## config.mk

```make
export PLATFORM = sky130hd
export DESIGN_NAME = fft2d_top
export DESIGN_NICKNAME = d
export VERILOG_FILES = /design/src/logic/fft2d_ctrl_pkg.sv /design/src/logic/fft2d_types_pkg.sv /design/src/logic/fft2d_top.sv /design/src/logic/col_dft4.sv /design/src/logic/corner_turn.sv /design/src/logic/row_dft4.sv
export VERILOG_INCLUDE_DIRS = /design/src /design/src/logic
export SDC_FILE = /design/constraint.sdc
export NUM_CORES = 2
export LEC_CHECK = 0
export BUFFER_PORTS_ARGS = -buffer_cell sky130_fd_sc_hd__buf_2
export CAP_MARGIN = 20
export CORE_ASPECT_RATIO = 0.75
export CORE_MARGIN = 2
export CORE_UTILIZATION = 40
export CTS_CLUSTER_DIAMETER = 40
export DETAILED_ROUTE_END_ITERATION = 7
export PLACE_DENSITY = 0.62
export SETUP_SLACK_MARGIN = 0.2
export SLEW_MARGIN = 40
export SYNTH_ARGS = -nofsm -noshare
export SYNTH_HDL_FRONTEND = slang
export SYNTH_SLANG_ARGS = --single-unit
```

## constraint.sdc

```tcl
create_clock -name clk -period 15 [get_ports clk]
set_input_delay 0.75 -clock clk [delete_from_list [all_inputs] [get_ports clk]]
set_output_delay 0.75 -clock clk [all_outputs]
set_load 0.1 [all_outputs]
```

## src/logic/fft2d_params.svh

```systemverilog
`ifndef FFT2D_PARAMS_SVH
`define FFT2D_PARAMS_SVH

// points per row and per column
`define FFT2D_N      4

// samples per frame, N x N
`define FFT2D_FRAME  16

// input sample width
`define FFT2D_IN_W   12

// row result width, input plus two bits of growth
`define FFT2D_ROW_W  14

// output bin width
`define FFT2D_OUT_W  16

`endif
```

## src/logic/fft2d_ctrl_pkg.sv

```systemverilog
package fft2d_ctrl_pkg;

  // transform stage: gathering inputs or streaming out bins
  typedef enum logic {PH_COLLECT, PH_EMIT} emit_phase_t;

  // corner-turn ping-pong half
  typedef enum logic {BANK_A, BANK_B} bank_t;

endpackage

```

## src/logic/fft2d_types_pkg.sv

```systemverilog
`include "fft2d_params.svh"

package fft2d_types_pkg;

  // raw real sample from the source
  typedef logic signed [`FFT2D_IN_W-1:0] sample_t;

  // one part (re or im) of a row transform result
  typedef logic signed [`FFT2D_ROW_W-1:0] row_val_t;

  // one part (re or im) of a final 2-D bin
  typedef logic signed [`FFT2D_OUT_W-1:0] bin_val_t;

  // position inside a row or column
  typedef logic [$clog2(`FFT2D_N)-1:0] pt_idx_t;

  // position inside a frame
  typedef logic [$clog2(`FFT2D_FRAME)-1:0] frame_idx_t;

endpackage

```

## src/logic/fft2d_top.sv

```systemverilog
`timescale 1ns/10ps

module fft2d_top
  import fft2d_types_pkg::*;
(
  input  logic     clk,
  input  logic     rst_i,
  input  logic     in_valid_i,
  input  sample_t  in_sample_i,
  output logic     out_valid_o,
  output logic     out_last_o,
  output bin_val_t out_re_o,
  output bin_val_t out_im_o
);

  logic     row_valid;  // row bins, one per cycle
  row_val_t row_re;
  row_val_t row_im;
  logic     col_valid;  // transposed stream
  row_val_t col_re;
  row_val_t col_im;

  row_dft4 row_dft4_inst (
    .clk         (clk),
    .rst_i       (rst_i),
    .in_valid_i  (in_valid_i),
    .in_sample_i (in_sample_i),
    .row_valid_o (row_valid),
    .row_re_o    (row_re),
    .row_im_o    (row_im)
  );

  corner_turn corner_turn_inst (
    .clk         (clk),
    .rst_i       (rst_i),
    .row_valid_i (row_valid),
    .row_re_i    (row_re),
    .row_im_i    (row_im),
    .col_valid_o (col_valid),
    .col_re_o    (col_re),
    .col_im_o    (col_im)
  );

  col_dft4 col_dft4_inst (
    .clk         (clk),
    .rst_i       (rst_i),
    .col_valid_i (col_valid),
    .col_re_i    (col_re),
    .col_im_i    (col_im),
    .out_valid_o (out_valid_o),
    .out_last_o  (out_last_o),
    .out_re_o    (out_re_o),
    .out_im_o    (out_im_o)
  );

endmodule

```

## src/logic/col_dft4.sv

```systemverilog
`timescale 1ns/10ps
`include "fft2d_params.svh"

module col_dft4
  import fft2d_types_pkg::*;
  import fft2d_ctrl_pkg::*;
(
  input  logic     clk,
  input  logic     rst_i,
  input  logic     col_valid_i,
  input  row_val_t col_re_i,
  input  row_val_t col_im_i,
  output logic     out_valid_o,
  output logic     out_last_o,
  output bin_val_t out_re_o,
  output bin_val_t out_im_o
);

  localparam pt_idx_t LAST_PT = pt_idx_t'(`FFT2D_N - 1);

  row_val_t    sh_re [3];   // a, b, c of the column in progress
  row_val_t    sh_im [3];
  bin_val_t    x_re [4];    // sign extended butterfly inputs
  bin_val_t    x_im [4];
  bin_val_t    s_re [4];    // a+c, a-c, b+d, b-d
  bin_val_t    s_im [4];
  bin_val_t    res_re [4];  // bins k = 0..3
  bin_val_t    res_im [4];
  pt_idx_t     in_cnt;
  pt_idx_t     col_cnt;     // columns loaded in this frame
  pt_idx_t     emit_cnt;
  emit_phase_t phase;
  logic        last_col;    // emitting column is the frame's 4th
  logic        col_done;

  assign col_done = col_valid_i && (in_cnt == LAST_PT);

  always_comb
  begin
    for (int i = 0; i < 3; i++)
    begin
      x_re[i] = bin_val_t'(sh_re[i]);
      x_im[i] = bin_val_t'(sh_im[i]);
    end
    x_re[3] = bin_val_t'(col_re_i);  // d straight off the port
    x_im[3] = bin_val_t'(col_im_i);
    s_re[0] = x_re[0] + x_re[2];
    s_im[0] = x_im[0] + x_im[2];
    s_re[1] = x_re[0] - x_re[2];
    s_im[1] = x_im[0] - x_im[2];
    s_re[2] = x_re[1] + x_re[3];
    s_im[2] = x_im[1] + x_im[3];
    s_re[3] = x_re[1] - x_re[3];
    s_im[3] = x_im[1] - x_im[3];
  end

  always_ff @(posedge clk)
  begin
    if (col_valid_i)
    begin
      sh_re[2] <= col_re_i;
      sh_im[2] <= col_im_i;
      sh_re[1] <= sh_re[2];
      sh_im[1] <= sh_im[2];
      sh_re[0] <= sh_re[1];
      sh_im[0] <= sh_im[1];
    end
    if (col_done)
    begin
      res_re[0] <= s_re[0] + s_re[2];
      res_im[0] <= s_im[0] + s_im[2];
      res_re[1] <= s_re[1] + s_im[3];  // (a-c) - j(b-d)
      res_im[1] <= s_im[1] - s_re[3];
      res_re[2] <= s_re[0] - s_re[2];
      res_im[2] <= s_im[0] - s_im[2];
      res_re[3] <= s_re[1] - s_im[3];  // (a-c) + j(b-d)
      res_im[3] <= s_im[1] + s_re[3];
    end
  end

  always_ff @(posedge clk)
  begin
    if (rst_i)
    begin
      in_cnt   <= '0;
      col_cnt  <= '0;
      emit_cnt <= '0;
      phase    <= PH_COLLECT;
      last_col <= 1'b0;
    end
    else
    begin
      if (col_valid_i)
        in_cnt <= in_cnt + 2'd1;
      if (col_done)
      begin
        col_cnt  <= col_cnt + 2'd1;          // wraps per frame
        last_col <= (col_cnt == LAST_PT);
        phase    <= PH_EMIT;
        emit_cnt <= '0;
      end
      else if (phase == PH_EMIT)
      begin
        emit_cnt <= emit_cnt + 2'd1;
        if (emit_cnt == LAST_PT)
          phase <= PH_COLLECT;
      end
    end
  end

  assign out_valid_o = (phase == PH_EMIT);
  assign out_last_o  = (phase == PH_EMIT) && last_col && (emit_cnt == LAST_PT);
  assign out_re_o    = res_re[emit_cnt];
  assign out_im_o    = res_im[emit_cnt];

endmodule

```

## src/logic/corner_turn.sv

```systemverilog
`timescale 1ns/10ps
`include "fft2d_params.svh"

module corner_turn
  import fft2d_types_pkg::*;
  import fft2d_ctrl_pkg::*;
(
  input  logic     clk,
  input  logic     rst_i,
  input  logic     row_valid_i,
  input  row_val_t row_re_i,
  input  row_val_t row_im_i,
  output logic     col_valid_o,
  output row_val_t col_re_o,
  output row_val_t col_im_o
);

  localparam frame_idx_t LAST_IDX = frame_idx_t'(`FFT2D_FRAME - 1);

  row_val_t   mem_re [2][`FFT2D_FRAME];  // two frames of real parts
  row_val_t   mem_im [2][`FFT2D_FRAME];  // and imaginary parts
  bank_t      wr_bank;    // bank taking the incoming frame
  bank_t      rd_bank;
  frame_idx_t wr_idx;     // row-major write address
  frame_idx_t rd_idx;     // column-major read position
  frame_idx_t rd_addr;
  logic       rd_active;
  logic       frame_done;

  assign frame_done = row_valid_i && (wr_idx == LAST_IDX);

  // the other bank always holds the last complete frame
  assign rd_bank = (wr_bank == BANK_A) ? BANK_B : BANK_A;

  // position c*4+r maps to address r*4+c
  assign rd_addr = {rd_idx[1:0], rd_idx[3:2]};

  always_ff @(posedge clk)
  begin
    if (row_valid_i)
    begin
      mem_re[wr_bank][wr_idx] <= row_re_i;
      mem_im[wr_bank][wr_idx] <= row_im_i;
    end
  end

  always_ff @(posedge clk)
  begin
    if (rst_i)
    begin
      wr_idx    <= '0;
      wr_bank   <= BANK_A;
      rd_idx    <= '0;
      rd_active <= 1'b0;
    end
    else
    begin
      if (row_valid_i)
        wr_idx <= wr_idx + 4'd1;  // wraps at frame end
      if (frame_done)
      begin
        wr_bank   <= rd_bank;  // swap, full bank becomes read side
        rd_active <= 1'b1;
        rd_idx    <= '0;
      end
      else if (rd_active)
      begin
        rd_idx <= rd_idx + 4'd1;
        if (rd_idx == LAST_IDX)
          rd_active <= 1'b0;  // whole bank drained
      end
    end
  end

  // read-out runs back to back, 16 cycles per frame
  // never overtaken by the next swap, which needs 16 writes
  assign col_valid_o = rd_active;
  assign col_re_o    = mem_re[rd_bank][rd_addr];
  assign col_im_o    = mem_im[rd_bank][rd_addr];

endmodule

```

## src/logic/row_dft4.sv

```systemverilog
`timescale 1ns/10ps
`include "fft2d_params.svh"

module row_dft4
  import fft2d_types_pkg::*;
  import fft2d_ctrl_pkg::*;
(
  input  logic     clk,
  input  logic     rst_i,
  input  logic     in_valid_i,
  input  sample_t  in_sample_i,
  output logic     row_valid_o,
  output row_val_t row_re_o,
  output row_val_t row_im_o
);

  localparam pt_idx_t LAST_PT = pt_idx_t'(`FFT2D_N - 1);

  sample_t     smp_q [3];  // a, b, c of the row in progress
  pt_idx_t     in_cnt;     // samples taken of current row
  emit_phase_t phase;
  pt_idx_t     emit_cnt;   // bin k being driven
  row_val_t    sum_q;      // X0, real only
  row_val_t    alt_q;      // X2, real only
  row_val_t    dre_q;      // a-c, real part of X1 and X3
  row_val_t    dim_q;      // b-d, imag magnitude of X1 and X3
  row_val_t    a;
  row_val_t    b;
  row_val_t    c;
  row_val_t    d;
  logic        row_done;

  assign a = row_val_t'(smp_q[0]);   // sign extend to row width
  assign b = row_val_t'(smp_q[1]);
  assign c = row_val_t'(smp_q[2]);
  assign d = row_val_t'(in_sample_i); // 4th sample taken straight off the port

  assign row_done = in_valid_i && (in_cnt == LAST_PT);

  always_ff @(posedge clk)
  begin
    if (in_valid_i)
    begin
      smp_q[2] <= in_sample_i;  // newest at the top
      smp_q[1] <= smp_q[2];
      smp_q[0] <= smp_q[1];
    end
    if (row_done)
    begin
      sum_q <= a + b + c + d;
      alt_q <= a - b + c - d;
      dre_q <= a - c;
      dim_q <= b - d;
    end
  end

  always_ff @(posedge clk)
  begin
    if (rst_i)
    begin
      in_cnt   <= '0;
      phase    <= PH_COLLECT;
      emit_cnt <= '0;
    end
    else
    begin
      if (in_valid_i)
        in_cnt <= in_cnt + 2'd1;  // wraps at row end
      if (row_done)
      begin
        phase    <= PH_EMIT;  // X0 goes out next cycle
        emit_cnt <= '0;
      end
      else if (phase == PH_EMIT)
      begin
        emit_cnt <= emit_cnt + 2'd1;
        if (emit_cnt == LAST_PT)
          phase <= PH_COLLECT;
      end
    end
  end

  always_comb
  begin
    row_valid_o = (phase == PH_EMIT);
    case (emit_cnt)
      2'd0:    row_re_o = sum_q;
      2'd2:    row_re_o = alt_q;
      default: row_re_o = dre_q;  // X1 and X3 share the real part
    endcase
    case (emit_cnt)
      2'd1:    row_im_o = -dim_q;  // -j(b-d)
      2'd3:    row_im_o = dim_q;   // +j(b-d)
      default: row_im_o = '0;      // X0, X2 purely real
    endcase
  end

endmodule

```

======== After elaboration in Yosys (flattened, before gate mapping) ========
Memory sizes are Yosys's and may differ from the RTL's. A register that Yosys moved wholly into a read port is not among the register bits.
Cells that the tools add are included.
storage, ports and cells
  memories kept ........................... 7
  RAM bits ................................ 1144
  logic and storage cells ................. 111
  output and inout port bits .............. 34
  input bits .............................. 15
  bits in registers ....................... 79
operators by class
  equal/unequal tests ..................... 9
  mux-type cells .......................... 32
  magnitude comparators ................... 3
  reduce and logical (&&, ||, !) cells .... 10
  bitwise operators ....................... 2
  add/sub/neg operators ................... 32
memory list
  memory                   depth  width  rd ports  clocked after memory_dff  wr ports  RTL line           RTL
  corner_turn_inst.mem_im  2      224    1         0                         1         corner_turn.sv:21  row_val_t mem_im [2][`FFT2D_FRAME];
  corner_turn_inst.mem_re  2      224    1         0                         1         corner_turn.sv:20  row_val_t mem_re [2][`FFT2D_FRAME];
  col_dft4_inst.res_im     4      16     1         1                         4         col_dft4.sv:28     bin_val_t res_im [4];
  col_dft4_inst.res_re     4      16     1         1                         4         col_dft4.sv:27     bin_val_t res_re [4];
  col_dft4_inst.sh_im      3      14     3         0                         3         col_dft4.sv:22     row_val_t sh_im [3];
  col_dft4_inst.sh_re      3      14     3         0                         3         col_dft4.sv:21     row_val_t sh_re [3];
  1 more memories          -      -      -         -                         -         -
operators with widths
  kind                   count
  $mux W224              1
  $bmux W14 S4           2
  $mux W14               5
  $add A16 B16 Y16       4
  $sub A16 B16 Y16       4
  $add A14 B14 Y15       4
  $sub A14 B14 Y15       4
  $demux W14 S4          1
  $pmux W14 S2           2
  $sub A12 B12 Y13       3
  $add A13 B12 Y14       2
  $mux W1                17
  $add A14 B12 Y14       1
  $neg A14 Y14           1
  $sub A14 B12 Y14       1
  $add A12 B12 Y13       1
  $eq A2 B2 Y1 const B   6
  $add A2 B1 Y2 const B  5
  $ge A5 B5 Y1 const B   2
  $not A4 Y5             2
  $add A4 B1 Y4 const B  2
  $eq A4 B4 Y1 const B   2
  $mux W2                4
  $logic_and A1 B1 Y1    6
  other kinds (4)        6

======== Depth between registers and ports, before layout ========
An unclocked memory read counts as a cell.
  word-level depth ........................ 7
  gate-level depth with buffers ........... 26

======== Modules after synthesis ========
Synthesis repeated with hierarchy kept, for this count alone.
unflattened totals
  cell total of the unflattened synthesis .. 4415
  area total of the unflattened synthesis .. 60883.4 um^2
modules (own cells, without submodules)
  module       instances  area an instance (um^2)  cells each
  corner_turn  1          35052.4                  1859
  col_dft4     1          18650.4                  1884
  row_dft4     1          7180.6                   672

======== Worst setup path before layout ========
Ideal clock, no wire load.
  path kind ............................... reg2reg
  start ................................... register corner_turn_inst.rd_idx[2]
  end ..................................... memory col_dft4_inst.res_re[0][14] (netlist name) (data pin)
  arrival ................................. 5.450 ns
  setup slack ............................. 9.284 ns
  cell stages (with the launch flop) ...... 25
  buffers on the path ..................... 4
  period minus slack after synthesis ...... 5.716 ns
  required time ........................... 14.735 ns
  cell sequence ........................... dfxtp_1 -> clkbuf_1 -> clkbuf_1 -> buf_1 -> mux4_2 -> mux4_2 -> mux2_2 -> ha_1 -> fa_1 -> nand2b_1 -> a21oi_1 -> nor2_1 -> o21bai_1 -> a21oi_1 -> xnor2_1 -> ha_1 -> buf_2 -> o21a_1 -> o21ai_0 -> a31oi_1 -> or2_2 -> and4_1 -> a2111oi_4 -> a21oi_1 -> xor2_1
RTL lines
  what                      RTL line           RTL
  start: declaration        corner_turn.sv:25  frame_idx_t rd_idx;
  start signal: assignment  corner_turn.sv:68  rd_idx <= rd_idx + 4'd1;
  end: declaration          col_dft4.sv:27

==> impl_metrics.ini <==
[status]
status = finished, final reports clean

[finish]
drive_gt1_share_pct = 19.4
fillers = 12536
antenna_cells = 0
fin_area_um2 = 66800
syn_to_final_growth_pct = 13.4
nets = 4224

[sta]
setup_viol_count_final = 0
drv_slew = 0
fmax_mhz = 132
hold_violations = 0
hold_ws_ns = 0.210
fin_crit_sh_pct = 50.4
max_slew_margin_pct = 39.1
fin_crit_ns = 7.55
fin_ws_ns = 7.45
rsz0062_at_grt = false
clock_skew_ns = 0.0352
max_slew.worst_pin.slew_ns = 0.907
fin_setup_tns_ns = 0

[pwr]
vdd_drop_max_mv = 0.114
finalPower_mw = 7.60
pwr_density_cell_nw_per_um2 = 114
leakagePower_nw = 22.7

[floorplanning]
pin_count = 49
die-area_um2 = 150000
die_w_um = 447
chipHeight_um = 336
num_rows = 121
core_area_um2 = 146000
initial_core_util_pct = 40.4

[route]
vias = 32374
wl_per_cell_um = 24.2
post_drt_via_cell_ratio = 5.48
wirelength_um = 143000
drtAntennaViolNets = 0
drt_pass1_iterations = 6
drt-initial-drc-count = 3601
drc = 0

[worst_setup_path]
crit_chain = buf_12, buf_16, buf_4, mux4_2, mux4_2, mux2_2, ha_1, fa_1, nand2b_1, a21oi_1, nor2_1, o21bai_1, a21oi_1, xnor2_1, ha_1, inv_1, a21oi_1, or4b_1, a31oi_1, o21ai_0, a21oi_1, xor2_1
cp-end-kind = register
cp_data_arrival_time_ns = 8.08
crit_buf_inv = 4
critPathTopFamily = buffers and inverters
startpoint_type = register
required_ns = 15.52
crit_type = register to register
cp_common_cell = a21oi_1
critPathMaxFanout = 62
slowest_stage = buf_4
max_stage_delay_ns = 0.64

[grt]
grt_max_degree = 70
grtUsageTotal_pct = 19.2
grt_overflow_total = 0
antenna_found_initial = 2
grt_pass1_vias = 31764
grt_pass1_wl_um = 213000

[place]
post_dp_cell_area_um2 = 62000
numPortBuffers = 48
gp_congestion = 0.863
pre_cts_ws_ns = 7.04
hpwl_um = 91700

[logic_synthesis]
synth_edf_count = 1194
ys_ff_latch = 1219
synth_area_leaders = edfxtp_1 (61%), mux4_2 (12%), ha_1 (6.7%), xnor2_1 (2.6%), fa_1 (2.3%)
ys_seq_area_share_pct = 61.8
synthArstFlopShare_pct = 0
synth_top_cell_by_area = edfxtp_1
syn_nets = 4108
syn_area_um2 = 58900
yosysTopAreaCellShare_pct = 60.9
synthCells = 3711
yosysWarnings = 0
synthFlopType = edfxtp_1
syn_area_per_cell_um2 = 15.9
netlist-cell-type-count = 78

[clock_tree]
cts_resized = 0
ctsHoldBuffers = 0
clk_path_buf_depth = 3
clock_sinks = 1219
cts_setup_buffers = 0
h-tree-depth = 4
clk_latency_ns = 0.79
root_buffer = clkbuf_16
cts_tree = built
clk_pin_slew_worst_paths_ns = 0.06
cts_made_buffers = 145

[run]
drv_cap = 0

[worst_hold_path]
hp-class = input port to register
## through the flow
step           util (%)  cells
6_report           45.9   5913
5_1_grt            45.9   5913
4_1_cts            45.8   5911
3_5_place_dp       42.5   5646
3_3_place_gp       42.4   5642
2_1_floorplan         -   3711
## registers in the layout, summed over array words and instances, names as in the netlist, 13 cells and up, named ones only
register                 cells
col_dft4_inst.res_im        62
col_dft4_inst.res_re        62
col_dft4_inst.sh_im         42
col_dft4_inst.sh_re         42
corner_turn_inst.mem_im    448
corner_turn_inst.mem_re    448
row_dft4_inst.alt_q         14
row_dft4_inst.dim_q         13
row_dft4_inst.dre_q         13
row_dft4_inst.smp_q         36
row_dft4_inst.sum_q         14
## path summary, 6_finish.rpt
path,from,endpoint,slack [ns],depth (start not counted)
min reg2reg,col_dft4_inst.last_col,col_dft4_inst.last_col,0.45,2
min,in_sample_i[3],row_dft4_inst.smp_q[0][27],0.21,1
max,corner_turn_inst.wr_bank,col_dft4_inst.res_re[2][11],7.45,22
max reg2reg,corner_turn_inst.wr_bank,col_dft4_inst.res_re[2][11],7.45,22
## cell usage after synthesis, types with 6 or more instances
| master | count |
|---|---|
| a2111oi_0 | 6 |
| a211o_1 | 7 |
| a211oi_1 | 12 |
| a21o_1 | 27 |
| a21oi_1 | 185 |
| a221o_1 | 7 |
| a221oi_1 | 6 |
| a22oi_1 | 13 |
| a31o_2 | 6 |
| a31oi_1 | 15 |
| and3_1 | 7 |
| buf_1 | 21 |
| buf_2 | 26 |
| clkbuf_1 | 98 |
| dfxtp_1 | 25 |
| edfxtp_1 | 1194 |
| fa_1 | 68 |
| ha_1 | 314 |
| inv_1 | 289 |
| mux2i_1 | 33 |
| mux4_2 | 310 |
| nand2_1 | 98 |
| nand2b_1 | 40 |
| nand3_1 | 19 |
| nand4_1 | 6 |
| nor2_1 | 228 |
| nor2b_1 | 37 |
| nor3_1 | 36 |
| nor4_1 | 8 |
| o211ai_1 | 9 |
| o21a_1 | 37 |
| o21ai_0 | 99 |
| o21bai_1 | 40 |
| o22ai_1 | 7 |
| o31a_1 | 6 |
| o31ai_1 | 12 |
| o41ai_1 | 8 |
| or2_2 | 13 |
| or3_1 | 8 |
| xnor2_1 | 178 |
| xor2_1 | 69 |
## metal layers
layer / track usage [%] / up-vias / routed length (µm)
met2: 27.7 / 1147 / 61600
met3: 2.91 / 173 / 9570
met1: 30.3 / 16658 / 69000
met4: 4.80 / 0 / 2690
met5: 0 / - / 0
li1: - / 14396 / -
## report_power, final
part           internal, mW  switching (mW)
clock                  2.00            1.48
combinational         0.155           0.211
sequential             3.74          0.0122
## area by class of cell
type	instances	area (µm²)	area share, %
clock inverter	103	1060	1.58
clock buffer	162	3710	5.56
multi-input combinational	2053	21200	31.8
timing repair buffer	118	846	1.27
sequential	1219	36400	54.5
tap	1968	2460	3.69
inverter	290	1090	1.64
## kinds of logic after synthesis
logic type | after synthesis | synth area share, %
compound gates | 552 | 6.07
mux | 347 | 12.5
xor+xnor | 247 | 3.67
fa+ha+maj | 382 | 8.99
buf+inv | 439 | 2.87
flops | 1219 | 61.8
simple gates | 525 | 4.15
## layout by cell type (no fill, tap or decap), types with 39 or more instances in the layout
cell type,Yosys,layout
a21oi_1,185,184
buf_2,26,48
buf_4,2,60
clkbuf_16,0,146
edfxtp_1,1194,1194
fa_1,68,68
ha_1,314,314
inv_1,289,289
mux4_2,310,310
nand2_1,98,86
nand2b_1,40,39
nor2_1,228,196
o21ai_0,99,89
o21bai_1,40,40
xnor2_1,178,174
xor2_1,69,68
(Power assumes the default switching activity.)
